[config.mk]
export PLATFORM = sky130hd
export DESIGN_NAME = lsu_top
export DESIGN_NICKNAME = d
export VERILOG_FILES = /design/src/hdl/lsu_pkg.sv /design/src/hdl/lsu_issue.sv /design/src/hdl/lsu_resp_tracker.sv /design/src/hdl/lsu_writeback.sv /design/src/hdl/lsu_top.sv
export SDC_FILE = /design/constraint.sdc
export NUM_CORES = 1
export LEC_CHECK = 0
export ABC_AREA = 1
export BUFFER_PORTS_ARGS = -buffer_cell sky130_fd_sc_hd__buf_2
export CAP_MARGIN = 0
export CELL_PAD_IN_SITES_DETAIL_PLACEMENT = 1
export CELL_PAD_IN_SITES_GLOBAL_PLACEMENT = 2
export CORE_MARGIN = 2
export CORE_UTILIZATION = 31
export CTS_CLUSTER_SIZE = 28
export DETAILED_ROUTE_END_ITERATION = 6
export MAX_ROUTING_LAYER = met4
export PLACE_DENSITY_LB_ADDON = 0.1
export SYNTH_ARGS = -nofsm -noshare
export SYNTH_HDL_FRONTEND = slang
export SYNTH_HIERARCHICAL = 1
export SYNTH_SLANG_ARGS = --single-unit
[constraint.sdc]
create_clock -name clk_i -period 4.45 [get_ports clk_i]
set_clock_uncertainty 0.2 [all_clocks]
set_input_delay 0.89 -clock clk_i [delete_from_list [all_inputs] [get_ports clk_i]]
set_output_delay 0.89 -clock clk_i [all_outputs]
set_load 0.02 [all_outputs]
[src/hdl/lsu_pkg.sv]
package lsu_pkg;

    // ------------------------------------------------------------
    // Widths
    // ------------------------------------------------------------
    localparam int unsigned XLEN   = 32;
    localparam int unsigned STRB_W = 4;
    localparam int unsigned EXC_W  = 6;

    // ------------------------------------------------------------
    // Instruction match and mask pairs
    // ------------------------------------------------------------
    localparam logic [31:0] INST_LB       = 32'h0000_0003;
    localparam logic [31:0] INST_LB_MASK  = 32'h0000_707f;
    localparam logic [31:0] INST_LH       = 32'h0000_1003;
    localparam logic [31:0] INST_LH_MASK  = 32'h0000_707f;
    localparam logic [31:0] INST_LW       = 32'h0000_2003;
    localparam logic [31:0] INST_LW_MASK  = 32'h0000_707f;
    localparam logic [31:0] INST_LBU      = 32'h0000_4003;
    localparam logic [31:0] INST_LBU_MASK = 32'h0000_707f;
    localparam logic [31:0] INST_LHU      = 32'h0000_5003;
    localparam logic [31:0] INST_LHU_MASK = 32'h0000_707f;
    localparam logic [31:0] INST_SB       = 32'h0000_0023;
    localparam logic [31:0] INST_SB_MASK  = 32'h0000_707f;
    localparam logic [31:0] INST_SH       = 32'h0000_1023;
    localparam logic [31:0] INST_SH_MASK  = 32'h0000_707f;
    localparam logic [31:0] INST_SW       = 32'h0000_2023;
    localparam logic [31:0] INST_SW_MASK  = 32'h0000_707f;

    // ------------------------------------------------------------
    // Encodings
    // ------------------------------------------------------------
    typedef enum logic {
        OP_LOAD  = 1'b0,
        OP_STORE = 1'b1
    } op_kind_e;

    typedef enum logic [1:0] {
        SIZE_BYTE = 2'd0,
        SIZE_HALF = 2'd1,
        SIZE_WORD = 2'd2
    } size_e;

    // RISC-V cause code offset by 16
    typedef enum logic [EXC_W-1:0] {
        EXC_NONE             = 6'd0,
        EXC_MISALIGNED_LOAD  = 6'd20,
        EXC_FAULT_LOAD       = 6'd21,
        EXC_MISALIGNED_STORE = 6'd22,
        EXC_FAULT_STORE      = 6'd23
    } exc_e;

    // ------------------------------------------------------------
    // Bundles
    // ------------------------------------------------------------
    typedef struct packed {
        logic            valid;
        logic [31:0]     instr;
        logic [XLEN-1:0] rs1;
        logic [XLEN-1:0] rs2;
    } lsu_op_t;

    typedef struct packed {
        logic              rd;
        logic [STRB_W-1:0] wr;
        logic [XLEN-1:0]   addr;
        logic [XLEN-1:0]   data;
    } mem_req_t;

    typedef struct packed {
        logic            ack;
        logic            error;
        logic [XLEN-1:0] rdata;
    } mem_rsp_t;

    typedef struct packed {
        logic [XLEN-1:0] addr;
        logic            is_load;
        size_e           size;
        logic            sgn;
    } resp_ctx_t;

    typedef struct packed {
        logic            valid;
        logic [XLEN-1:0] value;
        exc_e            exc;
    } wb_t;

endpackage

[src/hdl/lsu_issue.sv]
module lsu_issue (
    input  logic               clk_i,
    input  logic               rst_n,
    input  lsu_pkg::lsu_op_t   op_i,
    input  logic               mem_accept_i,
    input  logic               delay_i,
    input  logic               squash_i,
    output lsu_pkg::mem_req_t  mem_req_o,
    output lsu_pkg::resp_ctx_t ctx_o,
    output logic               misaligned_o,
    output logic               stall_o
);
    import lsu_pkg::*;

    logic is_lb, is_lh, is_lw, is_lbu, is_lhu;
    logic is_sb, is_sh, is_sw;
    logic load_w, store_w, signed_w, rd_w, misaligned_w;
    op_kind_e          kind_w;
    size_e             size_w;
    logic [XLEN-1:0]   imm_w;
    logic [XLEN-1:0]   addr_w;
    logic [XLEN-1:0]   data_w;
    logic [STRB_W-1:0] wr_w;

    // E1 stage
    logic              rd_q;
    logic [STRB_W-1:0] wr_q;
    logic              misaligned_q;
    logic [XLEN-1:0]   addr_q;
    logic [XLEN-1:0]   data_q;
    resp_ctx_t         ctx_q;

    logic gate_w, load_en_w, clear_w;

    function automatic logic op_match(
        input logic [31:0] instr,
        input logic [31:0] mask,
        input logic [31:0] inst
    );
        return (instr & mask) == inst;
    endfunction

    // ------------------------------------------------------------
    // Decode
    // ------------------------------------------------------------
    assign is_lb  = op_match(op_i.instr, INST_LB_MASK, INST_LB);
    assign is_lh  = op_match(op_i.instr, INST_LH_MASK, INST_LH);
    assign is_lw  = op_match(op_i.instr, INST_LW_MASK, INST_LW);
    assign is_lbu = op_match(op_i.instr, INST_LBU_MASK, INST_LBU);
    assign is_lhu = op_match(op_i.instr, INST_LHU_MASK, INST_LHU);
    assign is_sb  = op_match(op_i.instr, INST_SB_MASK, INST_SB);
    assign is_sh  = op_match(op_i.instr, INST_SH_MASK, INST_SH);
    assign is_sw  = op_match(op_i.instr, INST_SW_MASK, INST_SW);

    always_comb
    begin
        load_w   = op_i.valid && (is_lb || is_lh || is_lw || is_lbu || is_lhu);
        store_w  = op_i.valid && (is_sb || is_sh || is_sw);
        kind_w   = load_w ? OP_LOAD : OP_STORE;
        signed_w = is_lb || is_lh || is_lw;

        if (is_lb || is_lbu || is_sb)
            size_w = SIZE_BYTE;
        else if (is_lh || is_lhu || is_sh)
            size_w = SIZE_HALF;
        else
            size_w = SIZE_WORD;

        // I-immediate for loads, S-immediate for stores
        if (kind_w == OP_LOAD)
            imm_w = {{20{op_i.instr[31]}}, op_i.instr[31:20]};
        else
            imm_w = {{20{op_i.instr[31]}}, op_i.instr[31:25], op_i.instr[11:7]};
        addr_w = op_i.rs1 + imm_w;

        case (size_w)
            SIZE_WORD: misaligned_w = (addr_w[1:0] != 2'b00);
            SIZE_HALF: misaligned_w = addr_w[0];
            default:   misaligned_w = 1'b0;
        endcase
        misaligned_w = misaligned_w && (load_w || store_w);
        rd_w         = load_w && !misaligned_w;

        // Store lanes and byte mask
        case (size_w)
            SIZE_BYTE:
            begin
                data_w = {24'b0, op_i.rs2[7:0]} << {addr_w[1:0], 3'b000};
                wr_w   = 4'b0001 << addr_w[1:0];
            end
            SIZE_HALF:
            begin
                data_w = {16'b0, op_i.rs2[15:0]} << {addr_w[1:0], 3'b000};
                wr_w   = 4'b0011 << addr_w[1:0];
            end
            default:
            begin
                data_w = op_i.rs2;
                wr_w   = 4'b1111;
            end
        endcase
        if (!store_w || misaligned_w)
            wr_w = '0;
    end

    // ------------------------------------------------------------
    // E1 request register
    // ------------------------------------------------------------
    // A misaligned E1 leaves as a dummy response once nothing is outstanding
    assign clear_w   = squash_i || (misaligned_q && !delay_i);
    assign load_en_w = !stall_o;

    always_ff @(posedge clk_i or negedge rst_n)
    begin
        if (!rst_n)
        begin
            rd_q         <= 1'b0;
            wr_q         <= '0;
            misaligned_q <= 1'b0;
        end
        else if (clear_w)
        begin
            rd_q         <= 1'b0;
            wr_q         <= '0;
            misaligned_q <= 1'b0;
        end
        else if (load_en_w)
        begin
            rd_q         <= rd_w;
            wr_q         <= wr_w;
            misaligned_q <= misaligned_w;
        end
    end

    always_ff @(posedge clk_i)
    begin
        if (load_en_w)
        begin
            addr_q        <= addr_w;
            data_q        <= data_w;
            ctx_q.addr    <= addr_w;
            ctx_q.is_load <= (kind_w == OP_LOAD);
            ctx_q.size    <= size_w;
            ctx_q.sgn     <= signed_w;
        end
    end

    // Hold strobes back while the previous access is open or being flushed
    assign gate_w         = delay_i || squash_i;
    assign mem_req_o.rd   = rd_q && !gate_w;
    assign mem_req_o.wr   = wr_q & {STRB_W{!gate_w}};
    assign mem_req_o.addr = {addr_q[XLEN-1:2], 2'b00};
    assign mem_req_o.data = data_q;

    assign ctx_o        = ctx_q;
    assign misaligned_o = misaligned_q;

    assign stall_o = ((mem_req_o.rd || (|mem_req_o.wr)) && !mem_accept_i)
                   || delay_i || misaligned_q;

endmodule

[src/hdl/lsu_resp_tracker.sv]
module lsu_resp_tracker (
    input  logic               clk_i,
    input  logic               rst_n,
    input  lsu_pkg::mem_req_t  mem_req_i,
    input  logic               mem_accept_i,
    input  logic               misaligned_i,
    input  lsu_pkg::resp_ctx_t ctx_i,
    input  lsu_pkg::mem_rsp_t  mem_rsp_i,
    output logic               delay_o,
    output logic               squash_o,
    output logic               dummy_o,
    output lsu_pkg::resp_ctx_t ctx_o
);
    import lsu_pkg::*;

    logic      pending_q;
    logic      dummy_q;
    resp_ctx_t ctx_mem_q [2];
    logic      rd_ptr_q;
    logic      wr_ptr_q;
    logic [1:0] count_q;

    logic accept_w, ack_ok_w, ack_err_w, dummy_issue_w;
    logic push_w, pop_w;

    // ------------------------------------------------------------
    // Outstanding access
    // ------------------------------------------------------------
    assign accept_w  = (mem_req_i.rd || (|mem_req_i.wr)) && mem_accept_i;
    assign ack_ok_w  = mem_rsp_i.ack && !mem_rsp_i.error;
    assign ack_err_w = mem_rsp_i.ack && mem_rsp_i.error;

    always_ff @(posedge clk_i or negedge rst_n)
    begin
        if (!rst_n)
            pending_q <= 1'b0;
        else if (accept_w)
            pending_q <= 1'b1;
        else if (mem_rsp_i.ack)
            pending_q <= 1'b0;
    end

    // Late response holds back the next request
    assign delay_o  = pending_q && !ack_ok_w;
    assign squash_o = ack_err_w || dummy_q;

    // Misaligned E1 turns into a local response one cycle later
    assign dummy_issue_w = misaligned_i && !delay_o && !squash_o;

    always_ff @(posedge clk_i or negedge rst_n)
    begin
        if (!rst_n)
            dummy_q <= 1'b0;
        else
            dummy_q <= dummy_issue_w;
    end

    // ------------------------------------------------------------
    // Context queue
    // ------------------------------------------------------------
    assign push_w = (accept_w || dummy_issue_w) && (count_q != 2'd2);
    assign pop_w  = (mem_rsp_i.ack || dummy_q) && (count_q != 2'd0);

    always_ff @(posedge clk_i or negedge rst_n)
    begin
        if (!rst_n)
        begin
            rd_ptr_q <= 1'b0;
            wr_ptr_q <= 1'b0;
            count_q  <= 2'd0;
        end
        else
        begin
            if (push_w)
                wr_ptr_q <= !wr_ptr_q;
            if (pop_w)
                rd_ptr_q <= !rd_ptr_q;
            if (push_w && !pop_w)
                count_q <= count_q + 2'd1;
            else if (pop_w && !push_w)
                count_q <= count_q - 2'd1;
        end
    end

    always_ff @(posedge clk_i)
    begin
        if (push_w)
            ctx_mem_q[wr_ptr_q] <= ctx_i;
    end

    assign ctx_o   = ctx_mem_q[rd_ptr_q];
    assign dummy_o = dummy_q;

endmodule

[src/hdl/lsu_writeback.sv]
module lsu_writeback (
    input  lsu_pkg::mem_rsp_t  mem_rsp_i,
    input  lsu_pkg::resp_ctx_t ctx_i,
    input  logic               dummy_i,
    output lsu_pkg::wb_t       wb_o
);
    import lsu_pkg::*;

    logic            fault_w;
    logic [7:0]      byte_w;
    logic [15:0]     half_w;
    wb_t             wb_r;

    assign fault_w = (mem_rsp_i.ack && mem_rsp_i.error) || dummy_i;

    // ------------------------------------------------------------
    // Lane select
    // ------------------------------------------------------------
    always_comb
    begin
        case (ctx_i.addr[1:0])
            2'd3:    byte_w = mem_rsp_i.rdata[31:24];
            2'd2:    byte_w = mem_rsp_i.rdata[23:16];
            2'd1:    byte_w = mem_rsp_i.rdata[15:8];
            default: byte_w = mem_rsp_i.rdata[7:0];
        endcase

        if (ctx_i.addr[1])
            half_w = mem_rsp_i.rdata[31:16];
        else
            half_w = mem_rsp_i.rdata[15:0];
    end

    // ------------------------------------------------------------
    // Result and exception
    // ------------------------------------------------------------
    always_comb
    begin
        wb_r       = '0;
        wb_r.valid = mem_rsp_i.ack || dummy_i;
        wb_r.exc   = EXC_NONE;

        if (fault_w)
        begin
            // Faulting address goes out as the value
            wb_r.value = ctx_i.addr;
            if (dummy_i)
                wb_r.exc = ctx_i.is_load ? EXC_MISALIGNED_LOAD : EXC_MISALIGNED_STORE;
            else
                wb_r.exc = ctx_i.is_load ? EXC_FAULT_LOAD : EXC_FAULT_STORE;
        end
        else if (mem_rsp_i.ack && ctx_i.is_load)
        begin
            case (ctx_i.size)
                SIZE_BYTE:
                    wb_r.value = {{24{ctx_i.sgn && byte_w[7]}}, byte_w};
                SIZE_HALF:
                    wb_r.value = {{16{ctx_i.sgn && half_w[15]}}, half_w};
                default:
                    wb_r.value = mem_rsp_i.rdata;
            endcase
        end
        // Stores complete with a zero value
    end

    assign wb_o = wb_r;

endmodule

[src/hdl/lsu_top.sv]
module lsu_top (
    input  logic              clk_i,
    input  logic              rst_n,
    input  lsu_pkg::lsu_op_t  op_i,
    output lsu_pkg::mem_req_t mem_req_o,
    input  logic              mem_accept_i,
    input  lsu_pkg::mem_rsp_t mem_rsp_i,
    output lsu_pkg::wb_t      wb_o,
    output logic              stall_o
);
    import lsu_pkg::*;

    logic      delay_w;
    logic      squash_w;
    logic      dummy_w;
    logic      misaligned_w;
    resp_ctx_t issue_ctx_w;
    resp_ctx_t head_ctx_w;

    // ------------------------------------------------------------
    // Request side
    // ------------------------------------------------------------
    lsu_issue i_lsu_issue (
        .clk_i        (clk_i),
        .rst_n        (rst_n),
        .op_i         (op_i),
        .mem_accept_i (mem_accept_i),
        .delay_i      (delay_w),
        .squash_i     (squash_w),
        .mem_req_o    (mem_req_o),
        .ctx_o        (issue_ctx_w),
        .misaligned_o (misaligned_w),
        .stall_o      (stall_o)
    );

    // ------------------------------------------------------------
    // Response side
    // ------------------------------------------------------------
    lsu_resp_tracker i_lsu_resp_tracker (
        .clk_i        (clk_i),
        .rst_n        (rst_n),
        .mem_req_i    (mem_req_o),
        .mem_accept_i (mem_accept_i),
        .misaligned_i (misaligned_w),
        .ctx_i        (issue_ctx_w),
        .mem_rsp_i    (mem_rsp_i),
        .delay_o      (delay_w),
        .squash_o     (squash_w),
        .dummy_o      (dummy_w),
        .ctx_o        (head_ctx_w)
    );

    lsu_writeback i_lsu_writeback (
        .mem_rsp_i (mem_rsp_i),
        .ctx_i     (head_ctx_w),
        .dummy_i   (dummy_w),
        .wb_o      (wb_o)
    );

endmodule

==> results of run 1 <==
-- sequential cells by signal, indices dropped and copies added (netlist names), 2 cells and up --
name,cells
i_lsu_issue/ctx_o,36
i_lsu_issue/data_q,32
i_lsu_issue/wr_q,4
i_lsu_resp_tracker/count_q,2
i_lsu_resp_tracker/ctx_mem_q,72
-- worst paths after layout --
path / start / to / slack (ns) / depth (start not counted)
max reg2reg: i_lsu_resp_tracker/dummy_o / i_lsu_resp_tracker/ctx_mem_q[1][19] / 1.81 / 12
min reg2reg: i_lsu_issue/ctx_o[2] / i_lsu_resp_tracker/ctx_mem_q[1][2] / 0.25 / 0
max in group asynchronous: rst_n / i_lsu_resp_tracker/dummy_o / 3.70 / 1
min: rst_n / i_lsu_resp_tracker/wr_ptr_q / 0.13 / 1
min in group clk_i: i_lsu_issue/ctx_o[2] / i_lsu_resp_tracker/ctx_mem_q[1][2] / 0.25 / 0
max: i_lsu_resp_tracker/rd_ptr_q / wb_o[24] / 0.55 / 11
-- worst max-delay path: cells and delay by family, from the launching register on --
family / cells / cell delay [ns]
AND/OR/NAND/NOR: 7 / 1.00
buffers and inverters: 3 / 0.89
AO/OA/AOI/OAI: 1 / 0.07
flip-flops: 1 / 0.39
-- logic make-up after synthesis --
| family | synth area share (%) |
|---|---|
| adders and majority gates | 4.39 |
| and+or+nand+nor | 27.4 |
| xor gates and xnor gates | 2.11 |
| AOI/OAI and AO/OA | 9.73 |
| DFF | 47.1 |
| other | 0.0785 |
| buffers and inverters | 9.18 |
-- synthesized netlist by cell type, types with 3 or more instances --
master,instances
buf_6,4
a21oi_2,4
nor2_2,5
xnor2_1,5
inv_1,114
nand3_2,3
o21ai_0,47
nand2_1,407
nor2_4,3
a21oi_1,61
nand4_1,15
buf_2,6
buf_4,41
o21ai_1,31
o22ai_1,19
clkbuf_1,11
nor3_1,18
nor2_1,122
nand2_2,6
ha_1,32
inv_2,4
edfxtp_1,140
nand3_1,40
dfrtp_1,12
nand2_4,4
xor2_1,18
-- power by group --
| group | internal (mW) | switching, mW |
|---|---|---|
| Sequential | 1.71 | 0.0787 |
| Combinational | 0.491 | 1.17 |
| Clock | 0.784 | 0.616 |
-- through the flow --
step	cell area (um^2)	setup WS [ns]	cells	util, %
after floorplan	9580	0.224	1195	-
after global placement	10900	0.491	1774	35.8
after detailed placement	10900	0.417	1774	35.8
after global routing	11500	0.273	1810	37.7
after CTS	11500	0.480	1806	37.6
final	11500	0.554	1811	37.7
-- layer usage --
layer | GRT usage (%) | wire [um] | vias to the layer above
li1 | - | - | 4313
met1 | 25.6 | 14500 | 3984
met2 | 31.0 | 14100 | 186
met3 | 3.30 | 1300 | 30
met4 | 5.43 | 643 | 0
met5 | - | 0 | -
-- cell type report --
class	instances	share of cell area [%]
inverter	120	3.95
sequential	152	39.2
multi-input combinational	861	36.5
timing repair buffer	245	11.0
antenna	5	0.109
tap	396	4.31
clock inverter	14	1.21
clock buffer	18	3.73
==> implementation parameters, run 1 <==
Parameter                              Value

Outcome
  Result of the run ... finished, final reports clean

Yosys
  Share of the synthesized area in the top cell type ... 43.9%
  Number of enable flip-flop cells after synthesis ... 140
  Share of synthesized flip-flops with an asynchronous set or reset ... 7.89%
  Biggest area consumer among synthesized cells ... edfxtp_1
  Post-synth top flop ... edfxtp_1
  Average cell area after synthesis ... 8.02 um^2
  Synthesis warning total ... 6
  Count of different cell masters after synthesis ... 42
  Synth area leaders ... edfxtp_1 (44%), nand2_1 (16%), nor2_1 (4.8%)
  Number of flip-flops and latches in the synthesized netlist ... 152
  Cell area after synthesis ... 0.00957 mm^2
  Mapped Cells ... 1193
  Sequential area share after synthesis ... 47.1%

Clock network
  TritonCTS sink count ... 152
  Clock transition at the registers of the reported paths ... 0.07 ns
  Clock insertion delay at the later pin of the skew report ... 0.43 ns
  Maximum count of clock buffers along a single path ... 2
  Setup Buffers After CTS ... 0
  Total of cells resized after clock tree synthesis ... 0
  Buffer cell driving the clock tree root ... clkbuf_16
  Count of hold buffers inserted by post-cts repair ... 0
  Clock tree from TritonCTS ... built
  CTS buffer count ... 17
  Number of H-tree branching levels ... 4

Placement
  RePlAce Congestion ... 0.842
  Count of port buffers added during placement ... 233
  DPL Wire Length ... 24.3 mm

Power
  Total power ... 4.85 mW
  Power per standard cell area ... 422 mW/mm^2
  Lkg Pwr ... 5.61 nW
  Maximum ir drop on the vdd rail ... 0.228 mV

Detailed routing
  Antenna Violating Nets Remaining ... 0
  Total wire length after detailed routing ... 30.5 mm
  WL/cell ... 16.8 um
  DRT iter0 DRCs ... 322
  Number of vias per cell ... 4.70
  Number of design rule violations left after detail routing ... 0
  Detailed-routing iteration count for the pre-antenna-repair pass ... 4
  DR vias ... 8513

Layout
  Sequential cell area ... 0.00450 mm^2
  Ratio of cells with drive above 1 in the final layout ... 22.3%
  Final net count ... 1564
  Highest-count cells in the layout ignoring fill and taps ... nand2_1 (407), buf_2 (233), edfxtp_1 (140), nor2_1 (121), inv_1 (113)
  Area of combinational cells with multiple inputs ... 0.00420 mm^2
  Leading cell type in the layout, fill and taps excluded ... nand2_1
  P&R area growth vs syn ... 20.2%
  Layout filler cell count ... 3791

Timing
  Setup TNS ... 0 ns
  Setup-violating endpoint count in the final report ... 0
  Normalized max-slew margin ... 46.6%
  Worst Hold Slack ... 0.130 ns
  Unrepaired setup endpoints after global routing ... false
  Number of slew-limit violations in the final report ... 0
  Final cycle utilization of the critical path ... 87.5%
  Actual transition at the worst max-transition pin ... 0.800 ns
  Minimum period implied by the final worst setup slack ... 3.90 ns
  Maximum frequency from static timing analysis ... 257 MHz
  Hold Violations, Final ... 0

GRT
  GR Util All Layers ... 19.5%
  Via count of the first global-routing pass ... 8885
  Global-route wire length before repair ... 48.0 mm
  Maximum number of pins on one net before global-route repair ... 39
  Antenna violations before repair ... 4
  Remaining global-route overflow ... 0

Floorplan
  Die extent in y ... 180 um
  Top Ports ... 243
  Core area ... 0.0305 mm^2
  Die Outline Area ... 0.0323 mm^2
  Std-Cell Rows ... 64
  Initial Utilization ... 31.4%
  Die width ... 180 um

Critical path
  Critical path endpoint category ... output port
  Highest cell delay on the worst timing path ... 0.39 ns
  Setup CP Type ... flop to output port
  Setup crit start kind ... flop
  Slowest CP cell ... dfrtp_1
  Cell chain of the critical path ... buf_4 > nand2_1 > nand2_1 > clkinv_2 > nand2_4 > a21oi_2 > nand3_4 > nand2_4 > nand2_1 > nand2_1 > buf_2
  Largest fanout on the critical path ... 36
  CP Data Required Time ... 3.36 ns
  Cell type with the highest occurrence count on the critical path ... nand2_1
  CP Data Arrival Time ... 2.81 ns

Flow run
  Count of maximum capacitance violations ... 0

Hold path
  Class of the worst hold path ... primary input to async pin
Power figures use the tool's default switching activity.
==> inputs of run 2 (changes only) <==
CORE_UTILIZATION = 28   (was 31)
clock period = 3.5 ns   (was 4.45 ns; I/O delays follow)
==> run 2 against run 1 <==
Wire length up 6.2%. Global-route usage down 0.73 points. Power up 34%. Hold slack better by 0.12 ns. Core utilization down 1.7 points. Count of clock-buffer cells in the layout up 2. First-iteration DRC count down 38%. Clock power up 32%. Sequential power up 28%. Non-clock buffer count up 50. Critical path depth unchanged. Largest power group is now combinational cells. Highest routed layer unchanged.
==> implementation parameters, run 2 (synthesis results as in run 1) <==
Parameter                              Value

Outcome
  Result of the run ... finished, final reports clean (unchanged)

Floorplan
  Die extent in y ... 189 um (was 180 um)
  Std-Cell Rows ... 67 (was 64)
  Die Outline Area ... 0.0357 mm^2 (was 0.0323 mm^2)
  Core area ... 0.0336 mm^2 (was 0.0305 mm^2)
  Top Ports ... 243 (unchanged)
  Die width ... 189 um (was 180 um)
  Initial Utilization ... 28.5% (was 31.4%)

GRT
  Antenna violations before repair ... 0 (was 4)
  Via count of the first global-routing pass ... 8935 (was 8885)
  GR Util All Layers ... 18.7% (was 19.5%)
  Remaining global-route overflow ... 0 (unchanged)
  Maximum number of pins on one net before global-route repair ... 71 (was 39)
  Global-route wire length before repair ... 50.0 mm (was 48.0 mm)

Layout
  Final net count ... 1617 (was 1564)
  Largest Register ... i_lsu_resp_tracker/ctx_mem_q (unchanged)
  Ratio of cells with drive above 1 in the final layout ... 25.2% (was 22.3%)
  P&R area growth vs syn ... 26.5% (was 20.2%)
  Share of the core filled with cells ... 36.0% (was 37.7%)
  Leading cell type in the layout, fill and taps excluded ... nand2_1 (unchanged)
  Highest-count cells in the layout ignoring fill and taps ... nand2_1 (406), buf_2 (233), edfxtp_1 (140), nor2_1 (121), inv_1 (112) (was nand2_1 (407), buf_2 (233), edfxtp_1 (140), nor2_1 (121), inv_1 (113))
  Antenna diode count ... 0 (was 5)
  Non-filler cells in the finished layout ... 1911 (was 1811)
  Flip-flop count of the largest register after layout ... 72 (unchanged)

Detailed routing
  Detailed-routing iteration count for the pre-antenna-repair pass ... 6 (was 4)
  Total wire length after detailed routing ... 32.4 mm (was 30.5 mm)
  DR vias ... 8624 (was 8513)
  WL/cell ... 16.9 um (was 16.8 um)
  Number of design rule violations left after detail routing ... 0 (unchanged)
  Antenna Violating Nets Remaining ... 0 (unchanged)
  DRT iter0 DRCs ... 201 (was 322)
  Number of vias per cell ... 4.51 (was 4.70)

Clock network
  Maximum count of clock buffers along a single path ... 2 (unchanged)
  Buffer cell driving the clock tree root ... clkbuf_16 (unchanged)
  CTS buffer count ... 17 (unchanged)
  Clock transition at the registers of the reported paths ... 0.06 ns (was 0.07 ns)
  Clock tree from TritonCTS ... built (unchanged)
  Clock insertion delay at the later pin of the skew report ... 0.42 ns (was 0.43 ns)
  TritonCTS sink count ... 152 (unchanged)
  Number of H-tree branching levels ... 4 (unchanged)

Timing
  Setup TNS ... 0 ns (unchanged)
  Final cycle utilization of the critical path ... 94.6%
  Number of slew-limit violations in the final report ... 0 (unchanged)
  Maximum frequency from static timing analysis ... 302 MHz
  Normalized max-slew margin ... 62.7% (was 46.6%)
  Hold Violations, Final ... 0 (unchanged)
  Setup-violating endpoint count in the final report ... 0 (unchanged)
  Unrepaired setup endpoints after global routing ... false (unchanged)
  Actual transition at the worst max-transition pin ... 0.557 ns (was 0.800 ns)
  Minimum period implied by the final worst setup slack ... 3.31 ns

Critical path
  Kind of cell adding the most delay to the critical path ... simple AND/OR/NAND/NOR gates (unchanged)
  Largest fanout on the critical path ... 15 (was 36)
  Highest cell delay on the worst timing path ... 0.48 ns (was 0.39 ns)
  Setup CP Type ... flop to output port (unchanged)
  Total buffers and inverters traversed by the critical path ... 3 (unchanged)
  CP Data Required Time ... 2.60 ns (was 3.36 ns)
  Setup crit start kind ... flop (unchanged)
  CP Data Arrival Time ... 2.41 ns (was 2.81 ns)
  Critical path endpoint category ... output port (unchanged)
  Cell type with the highest occurrence count on the critical path ... nand2_1 (unchanged)
  Slowest CP cell ... dfrtp_2 (was dfrtp_1)
  Cell chain of the critical path ... buf_4 > nand2_1 > nand2_1 > inv_2 > nand2_4 > a21oi_4 > nand3_4 > nand2_8 > nand2_1 > nand2_1 > buf_2 (was buf_4 > nand2_1 > nand2_1 > clkinv_2 > nand2_4 > a21oi_2 > nand3_4 > nand2_4 > nand2_1 > nand2_1 > buf_2)

Power
  Net Sw Power ... 2.42 mW (was 1.87 mW)
  Part of the total power dissipated in the clock network ... 28.5% (was 28.9%)
  Power share of the combinational group ... 36.1% (was 34.3%)
  Share of total power consumed by net switching ... 37.4% (was 38.5%)
  Maximum ir drop on the vdd rail ... 0.324 mV (was 0.228 mV)
  Internal power of the cells ... 4.05 mW (was 2.98 mW)
  Power per standard cell area ... 535 mW/mm^2 (was 422 mW/mm^2)
  Lkg Pwr ... 5.90 nW (was 5.61 nW)
  Flop pwr share ... 35.3% (was 36.8%)

Flow run
  Count of maximum capacitance violations ... 0 (unchanged)

Placement
  DPL Wire Length ... 25.6 mm (was 24.3 mm)
  Count of port buffers added during placement ... 233 (unchanged)
  RePlAce Congestion ... 0.831 (was 0.842)
  Number of instances in the placed design ... 1873 (was 1774)

Hold path
  Class of the worst hold path ... flop to flop (was primary input to async pin)
[run 2: cell count changes in the layout (fill, tap and decap cells not counted), sizes merged, moves of 2 or more]
| cell | change |
|---|---|
| buf | +48 |
| diode | -5 |
| inv | -5 |
| clkbuf | +3 |
| bufinv | +2 |
[run 2: cell type report]
type	count	area, um^2
tap	448	561
fill	4130	21500
sequential	152	4510
clock inverter	12	151
multi-input combinational	863	4250
timing repair inverter	1	3.75
timing repair buffer	295	1740
clock buffer	20	437
inverter	120	459
[run 2: path summary, 6_finish.rpt]
check                                            startpoint                                 end  slack, ns  cells past startpoint
worst max-delay path            i_lsu_resp_tracker/rd_ptr_q                            wb_o[37]       0.19                     11
worst max register to register   i_lsu_resp_tracker/dummy_o       i_lsu_resp_tracker/count_q[1]       0.95                     15
max in group asynchronous                             rst_n         i_lsu_resp_tracker/rd_ptr_q       2.37                      2
min in group asynchronous                             rst_n                 i_lsu_issue/wr_q[0]       0.49                      2
worst min-delay path                   i_lsu_issue/ctx_o[5]  i_lsu_resp_tracker/ctx_mem_q[0][5]       0.25                      0
worst min register to register         i_lsu_issue/ctx_o[5]  i_lsu_resp_tracker/ctx_mem_q[0][5]       0.25                      0
[run 2: power by group through the flow]
| stage | sequential (mW) | combinational (mW) | clock, mW |
|---|---|---|---|
| 4_1_cts | 2.30 | 2.28 | 1.90 |
| 3_3_place_gp | 2.32 | 2.22 | 0 |
| 3_5_place_dp | 2.33 | 2.24 | 0 |
| 6_report | 2.29 | 2.34 | 1.85 |
| 5_1_grt | 2.31 | 2.61 | 1.97 |
| 2_1_floorplan | 2.29 | 1.53 | 0 |
[run 2: metrics by stage]
step / worst slack (ns) / hold slack [ns] / power [mW] / cell area [um^2]
5_1_grt: 0.0201 / 0.266 / 6.88 / 12100
2_1_floorplan: 0.0495 / 0.204 / 3.82 / 9580
3_3_place_gp: -0.0199 / 0.229 / 4.54 / 11400
3_5_place_dp: -0.157 / 0.236 / 4.57 / 11400
6_report: 0.190 / 0.248 / 6.48 / 12100
4_1_cts: 0.0606 / 0.248 / 6.48 / 12000
[run 2: metal layers]
layer | part of all wire, % | wire [um] | vias to the layer above | global-route usage [%]
met5 | 0 | 0 | - | -
met4 | 0.69 | 222 | 0 | 3.58
met3 | 3.6 | 1170 | 16 | 2.69
met2 | 49 | 15700 | 173 | 31.7
met1 | 47 | 15200 | 4024 | 24.1
li1 | - | - | 4411 | -
[run 2: what timing repair did]
item                                    4_1_cts  5_1_grt
pin swaps                                     0        2
endpoints found under the hold margin        12        0
buffers inserted                              0        1
gates resized for setup                       4        9
endpoints found under the setup margin       16       22
hold buffers                                  1        0
gates cloned                                  1        3
